`config.mk`:
```
export PLATFORM = sky130hd
export DESIGN_NAME = DataPathTop
export DESIGN_NICKNAME = d
export VERILOG_FILES = /design/src/aluPkg.sv /design/src/busPkg.sv /design/src/AluCore.sv /design/src/BusCfg.sv /design/src/DataMux.sv /design/src/DataPathTop.sv /design/src/OpDecoder.sv
export VERILOG_INCLUDE_DIRS = /design/src
export SDC_FILE = /design/constraint.sdc
export NUM_CORES = 1
export LEC_CHECK = 0
export BUFFER_PORTS_ARGS = -buffer_cell sky130_fd_sc_hd__buf_2
export CAP_MARGIN = 5
export CORE_ASPECT_RATIO = 0.75
export CORE_UTILIZATION = 50
export DETAILED_ROUTE_END_ITERATION = 8
export GPL_TIMING_DRIVEN = 0
export PLACE_DENSITY_LB_ADDON = 0.1
export SYNTH_ARGS = -nofsm -noshare
export SYNTH_HDL_FRONTEND = slang
export SYNTH_SLANG_ARGS = --single-unit
export TNS_END_PERCENT = 30
```
`constraint.sdc`:
```
create_clock -name CLK -period 7.96 [get_ports CLK]
set_clock_uncertainty 0.05 [all_clocks]
set_input_delay 1.194 -clock CLK [delete_from_list [all_inputs] [get_ports CLK]]
set_output_delay 1.194 -clock CLK [all_outputs]
set_load 0.05 [all_outputs]
```
`src/core_params.svh`:
```
`ifndef CORE_PARAMS_SVH
`define CORE_PARAMS_SVH

// Width of the internal DL bus and the external data bus
`define DATA_W      8

// Opcode bytes seen on the external bus
`define OP_NOP      8'h00
`define OP_LDI      8'h3E   // LD A,n
`define OP_ADD      8'hC6   // ADD A,n
`define OP_ADC      8'hCE   // ADC A,n
`define OP_SUB      8'hD6   // SUB n
`define OP_AND      8'hE6   // AND n
`define OP_XOR      8'hEE   // XOR n
`define OP_ST       8'h02   // Accumulator out to the bus
`define OP_OUTDV    8'hD3   // Unused slot on the real part, DV out

// Reset values
`define DATA_RESET  8'h00   // Accumulator, DV and bus keeper
`define CFG_RESET   2'b00   // Bus enabled, plain ADD

`endif

```
`src/aluPkg.sv`:
```
// Types shared by the ALU side of the core
// Covers the ALU opcodes and controls, the flags and the configuration word

package aluPkg;

	// Operation selected on the ALU result bus
	typedef enum logic [2:0] {
		PASSB = 3'd0,    // Res is DV, used by LDI
		ADD   = 3'd1,    // Carry joins only in carry mode
		ADC   = 3'd2,    // Always adds the stored carry
		SUB   = 3'd3,    // Carry flag holds the borrow
		AND   = 3'd4,
		XOR   = 3'd5,
		PASSA = 3'd6     // Res is the accumulator, used by ST
	} aluOp_t;

	typedef struct packed {
		aluOp_t op;      // Result selection
		logic   loadDv;  // DL into DV at the clock edge
		logic   loadAcc; // DL into the accumulator, flags follow
	} aluCtl_t;

	typedef struct packed {
		logic zero;
		logic carry;     // Carry out or borrow of the last ALU op
	} flags_t;

	// Configuration word held by BusCfg
	typedef struct packed {
		logic busDisable; // Test1 equivalent, core cut off the external bus
		logic useCarry;   // ADD takes the carry like ADC
	} cfg_t;

endpackage : aluPkg

```
`src/busPkg.sv`:
```
// Types shared by the bus side of the core
// Covers the data bus multiplexer controls and the decoder M-cycle states

package busPkg;

	// Controls for DataMux, set by OpDecoder every cycle
	typedef struct packed {
		logic busWr;     // External direction, 1 drives out
		logic resToDl;   // ALU result onto DL
		logic dvToDl;    // DV latch onto DL
		logic dlKeep;    // DL idles on its kept value
	} muxCtl_t;

	// M-cycle states of the instruction sequencer
	typedef enum logic [2:0] {
		FETCH   = 3'd0,  // Opcode sampled from the external bus
		OPERAND = 3'd1,  // Immediate byte latched into DV
		EXEC    = 3'd2,  // Result written back to the accumulator
		WRITE1  = 3'd3,  // Source placed onto DL
		WRITE2  = 3'd4   // Kept DL driven onto the external bus
	} decState_t;

endpackage : busPkg

```
`src/AluCore.sv`:
```
`timescale 1ns/1ns

`include "core_params.svh"

module AluCore
	import aluPkg::*;
(
	input  logic               CLK,      // Core clock
	input  logic               arstN,
	input  logic [`DATA_W-1:0] dl,       // Internal data bus
	input  aluCtl_t            aluCtl,   // From OpDecoder
	input  logic               useCarry, // Carry mode from BusCfg
	output logic [`DATA_W-1:0] res,      // Combinational ALU result
	output logic [`DATA_W-1:0] dv,       // Operand latch
	output logic [`DATA_W-1:0] acc,      // Accumulator
	output flags_t             flags
);

	logic [`DATA_W:0] sum;      // Result with carry or borrow on top
	logic             carryIn;  // Stored carry joining the add
	logic             aluCarry; // Carry out of this op

	// ADC always takes the carry, ADD only in carry mode
	assign carryIn = flags.carry &
		((aluCtl.op == ADC) | ((aluCtl.op == ADD) & useCarry));

	always_comb begin
		case (aluCtl.op)
			ADD, ADC: begin
				sum = {1'b0, acc} + {1'b0, dv} + {{`DATA_W{1'b0}}, carryIn};
			end
			SUB: begin
				sum = {1'b0, acc} - {1'b0, dv};  // Top bit set on borrow
			end
			AND: begin
				sum = {1'b0, acc & dv};
			end
			XOR: begin
				sum = {1'b0, acc ^ dv};
			end
			PASSA: begin
				sum = {1'b0, acc};            // Store source
			end
			default: begin
				sum = {1'b0, dv};             // PASSB, load immediate
			end
		endcase
	end

	assign res      = sum[`DATA_W-1:0];
	assign aluCarry = sum[`DATA_W];

	// Operand latch fills from DL during OPERAND
	always_ff @(posedge CLK or negedge arstN) begin
		if (!arstN) begin
			dv <= `DATA_RESET;
		end else if (aluCtl.loadDv) begin
			dv <= dl;
		end
	end

	// Accumulator takes DL, which carries Res during EXEC
	always_ff @(posedge CLK or negedge arstN) begin
		if (!arstN) begin
			acc   <= `DATA_RESET;
			flags <= '0;
		end else if (aluCtl.loadAcc) begin
			acc         <= dl;
			flags.zero  <= (dl == '0);   // Zero of the value written back
			flags.carry <= aluCarry;     // Logic ops and loads clear it
		end
	end

endmodule : AluCore

```
`src/BusCfg.sv`:
```
`timescale 1ns/1ns

`include "core_params.svh"

module BusCfg
	import aluPkg::*;
(
	input  logic CLK,      // Core clock
	input  logic arstN,
	input  logic cfgWe,    // Write strobe, level
	input  cfg_t cfgWdata,
	output cfg_t cfg,      // Live configuration
	output cfg_t cfgRdata  // Readback, one cycle behind cfg
);

	// Configuration register
	always_ff @(posedge CLK or negedge arstN) begin
		if (!arstN) begin
			cfg <= cfg_t'(`CFG_RESET);
		end else if (cfgWe) begin
			cfg <= cfgWdata;
		end
	end

	// Registered readback port
	always_ff @(posedge CLK or negedge arstN) begin
		if (!arstN) begin
			cfgRdata <= cfg_t'(`CFG_RESET);
		end else begin
			cfgRdata <= cfg;
		end
	end

endmodule : BusCfg

```
`src/DataMux.sv`:
```
`timescale 1ns/1ns

`include "core_params.svh"

module DataMux
	import busPkg::*;
(
	input  logic               CLK,        // Core clock
	input  logic               arstN,
	input  logic [`DATA_W-1:0] dataIn,     // External bus input side
	input  muxCtl_t            muxCtl,     // From OpDecoder
	input  logic               busDisable, // Test1, from BusCfg
	input  logic [`DATA_W-1:0] res,        // ALU result, always valid
	input  logic [`DATA_W-1:0] dv,         // ALU operand latch
	output logic [`DATA_W-1:0] dl,         // Internal data bus
	output logic [`DATA_W-1:0] dataOut,    // External bus output side
	output logic               dataOe      // External output enable
);

	logic [`DATA_W-1:0] keepQ;   // Bus keeper, holds last DL
	logic               extToDl; // External byte owns DL

	// Inward path only when not writing and the bus is connected
	assign extToDl = ~muxCtl.busWr & ~busDisable;

	// DL resolution by priority
	always_comb begin
		if (extToDl) begin
			dl = dataIn;           // Read cycle
		end else if (muxCtl.resToDl) begin
			dl = res;              // ALU result or PASSA for stores
		end else if (muxCtl.dvToDl) begin
			dl = dv;               // OUTDV source
		end else begin
			dl = keepQ;            // Nobody drives, keeper holds
		end
	end

	// Keeper stands in for the transparent latches of the real bus
	always_ff @(posedge CLK or negedge arstN) begin
		if (!arstN) begin
			keepQ <= `DATA_RESET;
		end else begin
			keepQ <= dl;
		end
	end

	// Outward drive uses the kept byte so it is stable the whole cycle
	assign dataOut = keepQ;

	// Drive out once DL has settled on its kept value in write direction
	// The cycle that loads DL keeps the external bus released
	assign dataOe = muxCtl.busWr & muxCtl.dlKeep & ~busDisable;

endmodule : DataMux

```
`src/DataPathTop.sv`:
```
`timescale 1ns/1ns

`include "core_params.svh"

module DataPathTop
	import busPkg::*;
	import aluPkg::*;
(
	input  logic               CLK,       // Core clock
	input  logic               arstN,
	input  logic [`DATA_W-1:0] dataIn,    // External bus, inward
	input  logic               cfgWe,
	input  cfg_t               cfgWdata,
	output logic [`DATA_W-1:0] dataOut,   // External bus, outward
	output logic               dataOe,
	output logic               busRd,     // Decoder samples the bus
	output logic [`DATA_W-1:0] acc,
	output flags_t             flags,
	output cfg_t               cfgRdata
);

	muxCtl_t            muxCtl;
	aluCtl_t            aluCtl;
	cfg_t               cfg;
	logic [`DATA_W-1:0] dl;   // Internal data bus
	logic [`DATA_W-1:0] res;  // ALU result
	logic [`DATA_W-1:0] dv;   // ALU operand

	OpDecoder u_OpDecoder (
		.CLK    (CLK),
		.arstN  (arstN),
		.dl     (dl),
		.muxCtl (muxCtl),
		.aluCtl (aluCtl),
		.busRd  (busRd)
	);

	BusCfg u_BusCfg (
		.CLK      (CLK),
		.arstN    (arstN),
		.cfgWe    (cfgWe),
		.cfgWdata (cfgWdata),
		.cfg      (cfg),
		.cfgRdata (cfgRdata)
	);

	AluCore u_AluCore (
		.CLK      (CLK),
		.arstN    (arstN),
		.dl       (dl),
		.aluCtl   (aluCtl),
		.useCarry (cfg.useCarry),
		.res      (res),
		.dv       (dv),
		.acc      (acc),
		.flags    (flags)
	);

	DataMux u_DataMux (
		.CLK        (CLK),
		.arstN      (arstN),
		.dataIn     (dataIn),
		.muxCtl     (muxCtl),
		.busDisable (cfg.busDisable),
		.res        (res),
		.dv         (dv),
		.dl         (dl),
		.dataOut    (dataOut),
		.dataOe     (dataOe)
	);

endmodule : DataPathTop

```
`src/OpDecoder.sv`:
```
`timescale 1ns/1ns

`include "core_params.svh"

module OpDecoder
	import busPkg::*;
	import aluPkg::*;
(
	input  logic               CLK,    // Core clock
	input  logic               arstN,
	input  logic [`DATA_W-1:0] dl,     // Opcode and immediates arrive here
	output muxCtl_t            muxCtl, // To DataMux
	output aluCtl_t            aluCtl, // To AluCore
	output logic               busRd   // Byte sampled at this edge
);

	decState_t state;
	decState_t nextState;
	aluOp_t    opReg;  // Operation of the running instruction
	aluOp_t    opDec;  // Operation decoded from DL in FETCH

	// Opcode byte to ALU operation
	always_comb begin
		case (dl)
			`OP_ADD: opDec = ADD;
			`OP_ADC: opDec = ADC;
			`OP_SUB: opDec = SUB;
			`OP_AND: opDec = AND;
			`OP_XOR: opDec = XOR;
			`OP_ST:  opDec = PASSA;  // Accumulator onto DL
			default: opDec = PASSB;  // LDI and OUTDV, others unused
		endcase
	end

	// Sequencing, only FETCH branches
	always_comb begin
		nextState = FETCH;
		case (state)
			FETCH: begin
				case (dl)
					`OP_LDI, `OP_ADD, `OP_ADC, `OP_SUB, `OP_AND, `OP_XOR: begin
						nextState = OPERAND;
					end
					`OP_ST, `OP_OUTDV: begin
						nextState = WRITE1;
					end
					`OP_NOP: begin
						nextState = FETCH;
					end
					default: begin
						nextState = FETCH;  // Unknown bytes run as NOP
					end
				endcase
			end
			OPERAND: nextState = EXEC;
			WRITE1:  nextState = WRITE2;
			default: nextState = FETCH;     // EXEC and WRITE2 end the instruction
		endcase
	end

	always_ff @(posedge CLK or negedge arstN) begin
		if (!arstN) begin
			state <= FETCH;
			opReg <= PASSB;
		end else begin
			state <= nextState;
			if (state == FETCH) begin
				opReg <= opDec;  // Held through the remaining M-cycles
			end
		end
	end

	// Per-cycle control levels
	always_comb begin
		muxCtl = '0;
		aluCtl = '{op: PASSB, loadDv: 1'b0, loadAcc: 1'b0};
		busRd  = 1'b0;
		case (state)
			FETCH: begin
				busRd = 1'b1;           // DL follows dataIn
			end
			OPERAND: begin
				busRd         = 1'b1;
				aluCtl.loadDv = 1'b1;   // Immediate into DV
			end
			EXEC: begin
				muxCtl.busWr   = 1'b1;  // WR hack, releases DL from dataIn
				muxCtl.resToDl = 1'b1;
				aluCtl.op      = opReg;
				aluCtl.loadAcc = 1'b1;
			end
			WRITE1: begin
				muxCtl.busWr   = 1'b1;
				muxCtl.resToDl = (opReg == PASSA);  // ST
				muxCtl.dvToDl  = (opReg != PASSA);  // OUTDV
				aluCtl.op      = opReg;
			end
			WRITE2: begin
				muxCtl.busWr  = 1'b1;
				muxCtl.dlKeep = 1'b1;   // Kept byte goes out
			end
			default: begin
				busRd = 1'b0;
			end
		endcase
	end

endmodule : OpDecoder

```
==> impl_results.md <==
- Clk pin slew, worst setup/hold paths: 0.07 ns
- H-tree levels: 2
- Worst reg-to-reg path cell count: 14
- Via density: 6.274
- Setup Total Neg Slack: 0 ns
- Peak Freq: 222.4 MHz
- Synth Flop Type: dfrtp_1
- Core area: 0.005856 mm^2
- Sw power: 802.6 uW
- Finished Layout Cells: 486
- GR Overflow Total: 0
- CTS tree: done
- Synth area leader: dfrtp_1
- Antenna Cells: 0
- Initial antenna violation count: 0
- CP Capture Type: flop
- Synth top area cells: dfrtp_1, ha_1, nand2_1
- Worst hold path class: reg -> reg
- Bufs on Longest Clock Path: 2
- Chip width: 92.34 um
- Starting Density: 52.26%
- Clock share of power: 9.4%
- Status: finished clean
- Later-pin clock latency in the skew report: 0.29 ns
- Gpl congestion: 0.9630
- Element type at the critical path start: flop
- HP Start: u_BusCfg.cfg[0]
- Hold path cells: 0
- Synth top area share: 29.44%
- Synth cell types: 73
- Worst slew pin tran: 1.003 ns
- Pre-Repair DR Iteration Count: 5
- Commonest non-fill, non-tap cells in the layout: buf_2, nand2_1, dfrtp_1
- WHS Endpoint: u_BusCfg.cfgRdata[0]
- Reg2reg setup slack: 3.46 ns
- WS Path Type: reg -> reg
- Root buf cell: clkbuf_8
- Num CTS Buffers: 5
- Max IR drop VDD: 0.2489 mV
- Post-layout worst setup margin: 3.464 ns
- Io pins: 35
- Unrepaired setup endpoints after global routing: no
- Cts repair resizes: 0
- Slew HR: 32.94%
- First-pass GRT wire length: 14,840 um
- Post-CTS Setup Bufs: 0
- # fillers: 547
- TritonCTS sink count: 36
- Final Hold Vio Count: 0
- Port Buf Inserts: 34
- Worst reg2reg path endpoint: u_OpDecoder.opReg[2]
- Synth Warn #: 0
- Die area: 0.006441 mm^2
- Drt drc: 0
- Worst hold margin: 0.3864 ns
- Number of global-route vias before repair: 2,775
- Worst reg2reg startpoint: u_OpDecoder.state[1]
- Crit path max fanout: 10
- #FFs+latches synth: 36
- Post-Syn Nets: 398
- Register area share after synthesis: 29.44%
- CP required: 8.07 ns
- # rows: 24
- Max-slew violation count: 0
- Commonest non-fill, non-tap cell in the layout: buf_2
- Syn-to-layout area delta: 11.77%
- Logic gate share of total power: 66.9%
- Post-DR wirelength/cell: 19.08 um
- Pleak: 1.547 nW
- Ys async rst share: 100.0%
- Final ANT Viol Nets: 0
- Ratio of cells with drive above 1 in the final layout: 17.65%
- Power per cell area: 421.3 mW/mm^2
- Detail Placement HPWL: 7204 um
- Area of the multi-input gates: 0.001937 mm^2
- Flop pwr share: 23.6%
- Mapped Cells: 366
- Hold_buf cts: 0
- Largest net degree at the start of global routing: 37
- Number of synthesized flops with an enable pin: 0
- Fin nets: 439
- Mapped Area: 0.003060 mm^2
- Shortest period the worst path allows: 4.496 ns
- Int Power: 638.8 uW
- Placed Cells incl. Taps: 478
- Period utilisation layout: 56.48%
- Dpl ws: 3.532 ns
- Iter 0 DRT Violations: 295
- Die Ht: 69.76 um
- Register area: 900.9 um^2
- Number of max-cap violations: 0
- DR vias: 3,049
- Worst Path Arrival: 4.61 ns
- Final setup fails: 0
- WL final: 9273 um
- Switching fraction of total power: 55.68%
- Total track usage: 29.78%
- Synth Area per Inst: 8.362 um^2
==> metal layers <==
| layer | GRT usage [%] | share of wire [%] | up-vias |
|---|---|---|---|
| li1 | - | - | 1436 |
| met1 | 45.33 | 49 | 1485 |
| met2 | 43.95 | 44 | 122 |
| met3 | 6.360 | 6.7 | 6 |
| met4 | 4.167 | 0.68 | 0 |
| met5 | 0 | 0 | - |
==> cells in the mapped netlist, types with 5 or more instances <==
cell type and number:
a2111oi_0 5, a211o_1 5, a211oi_1 8, a21oi_1 14
buf_2 7, clkbuf_1 8, dfrtp_1 36, ha_1 16
inv_1 30, mux2i_1 6, nand2_1 39, nand2b_1 9
nand3_1 6, nor2_1 27, nor2b_1 7, nor3_1 7
o211ai_1 6, o21ai_0 27, o21ai_1 5
==> power groups by stage <==
stage               Sequential (mW)  Clock (mW)  Combinational, mW
floorplan                     0.465           0              0.581
CTS                           0.338       0.137              0.951
finish                        0.341       0.136              0.965
global placement              0.338           0              0.935
detailed placement            0.342           0              0.945
global route                  0.349       0.145               1.06
==> sequential cells by signal, indices dropped and copies added (netlist names) <==
signal	count
u_AluCore.acc	8
u_OpDecoder.opReg	3
u_BusCfg.cfgRdata	2
u_DataMux.dataOut	8
u_OpDecoder.state	3
u_AluCore.flags	2
u_AluCore.dv	8
u_BusCfg.cfg	2
==> area by class of cell <==
cell class / count / area share (%)
clock buffers: 6 / 2.414
plain buffers: 20 / 3.109
clock inverters: 2 / 0.2926
repair buffers: 34 / 4.974
inverters: 31 / 3.402
multi-input cells: 279 / 56.62
flip-flops and latches: 36 / 26.34
well taps: 78 / 2.853
==> through the flow <==
stage	power (mW)	utilization [%]	instance area (um^2)
2_1_floorplan	1.045	-	3060
3_3_place_gp	1.273	56.84	3328
3_5_place_dp	1.287	56.84	3328
4_1_cts	1.427	58.42	3421
5_1_grt	1.553	58.42	3421
6_report	1.441	58.42	3421
==> critical path, stage by stage, from the launching register on <==
cell       delay, ns
dfrtp_1         0.45
nor2b_1         0.14
buf_2           0.21
clkbuf_1        0.41
nand4_1         0.24
fa_1            0.49
fa_1            0.53
a211o_1         0.11
o311ai_0        0.12
a2111oi_0       0.52
o32a_1          0.44
or3_4           0.22
nor4_4          0.05
a221oi_1        0.31
a21oi_1         0.07
==> how the worst max path moves through the flow <==
stage	cells past startpoint	slack, ns	from	to
floorplan	15	4.16	u_OpDecoder.opReg[0]	u_OpDecoder.state[0]
global placement	14	3.53	u_OpDecoder.state[1]	u_OpDecoder.opReg[2]
detailed placement	14	3.53	u_OpDecoder.state[1]	u_OpDecoder.opReg[2]
CTS	14	3.50	u_OpDecoder.state[1]	u_OpDecoder.opReg[2]
global route	14	3.22	u_OpDecoder.state[1]	u_OpDecoder.opReg[2]
finish	14	3.46	u_OpDecoder.state[1]	u_OpDecoder.opReg[2]
==> logic make-up (layout without fill, tap and decap cells) <==
group / count (synthesis) / count (layout) / share of synthesized area (%)
AO/OA/AOI/OAI: 121 / 121 / 28.74
AND/OR/NAND/NOR: 129 / 129 / 22.77
multiplexers: 8 / 8 / 2.698
buffers and inverters: 51 / 93 / 7.277
adder cells (fa/ha/maj): 19 / 19 / 8.504
flip-flops: 36 / 36 / 29.44
XOR/XNOR: 2 / 2 / 0.5725
Note: power is estimated with default switching activity, not from simulation.
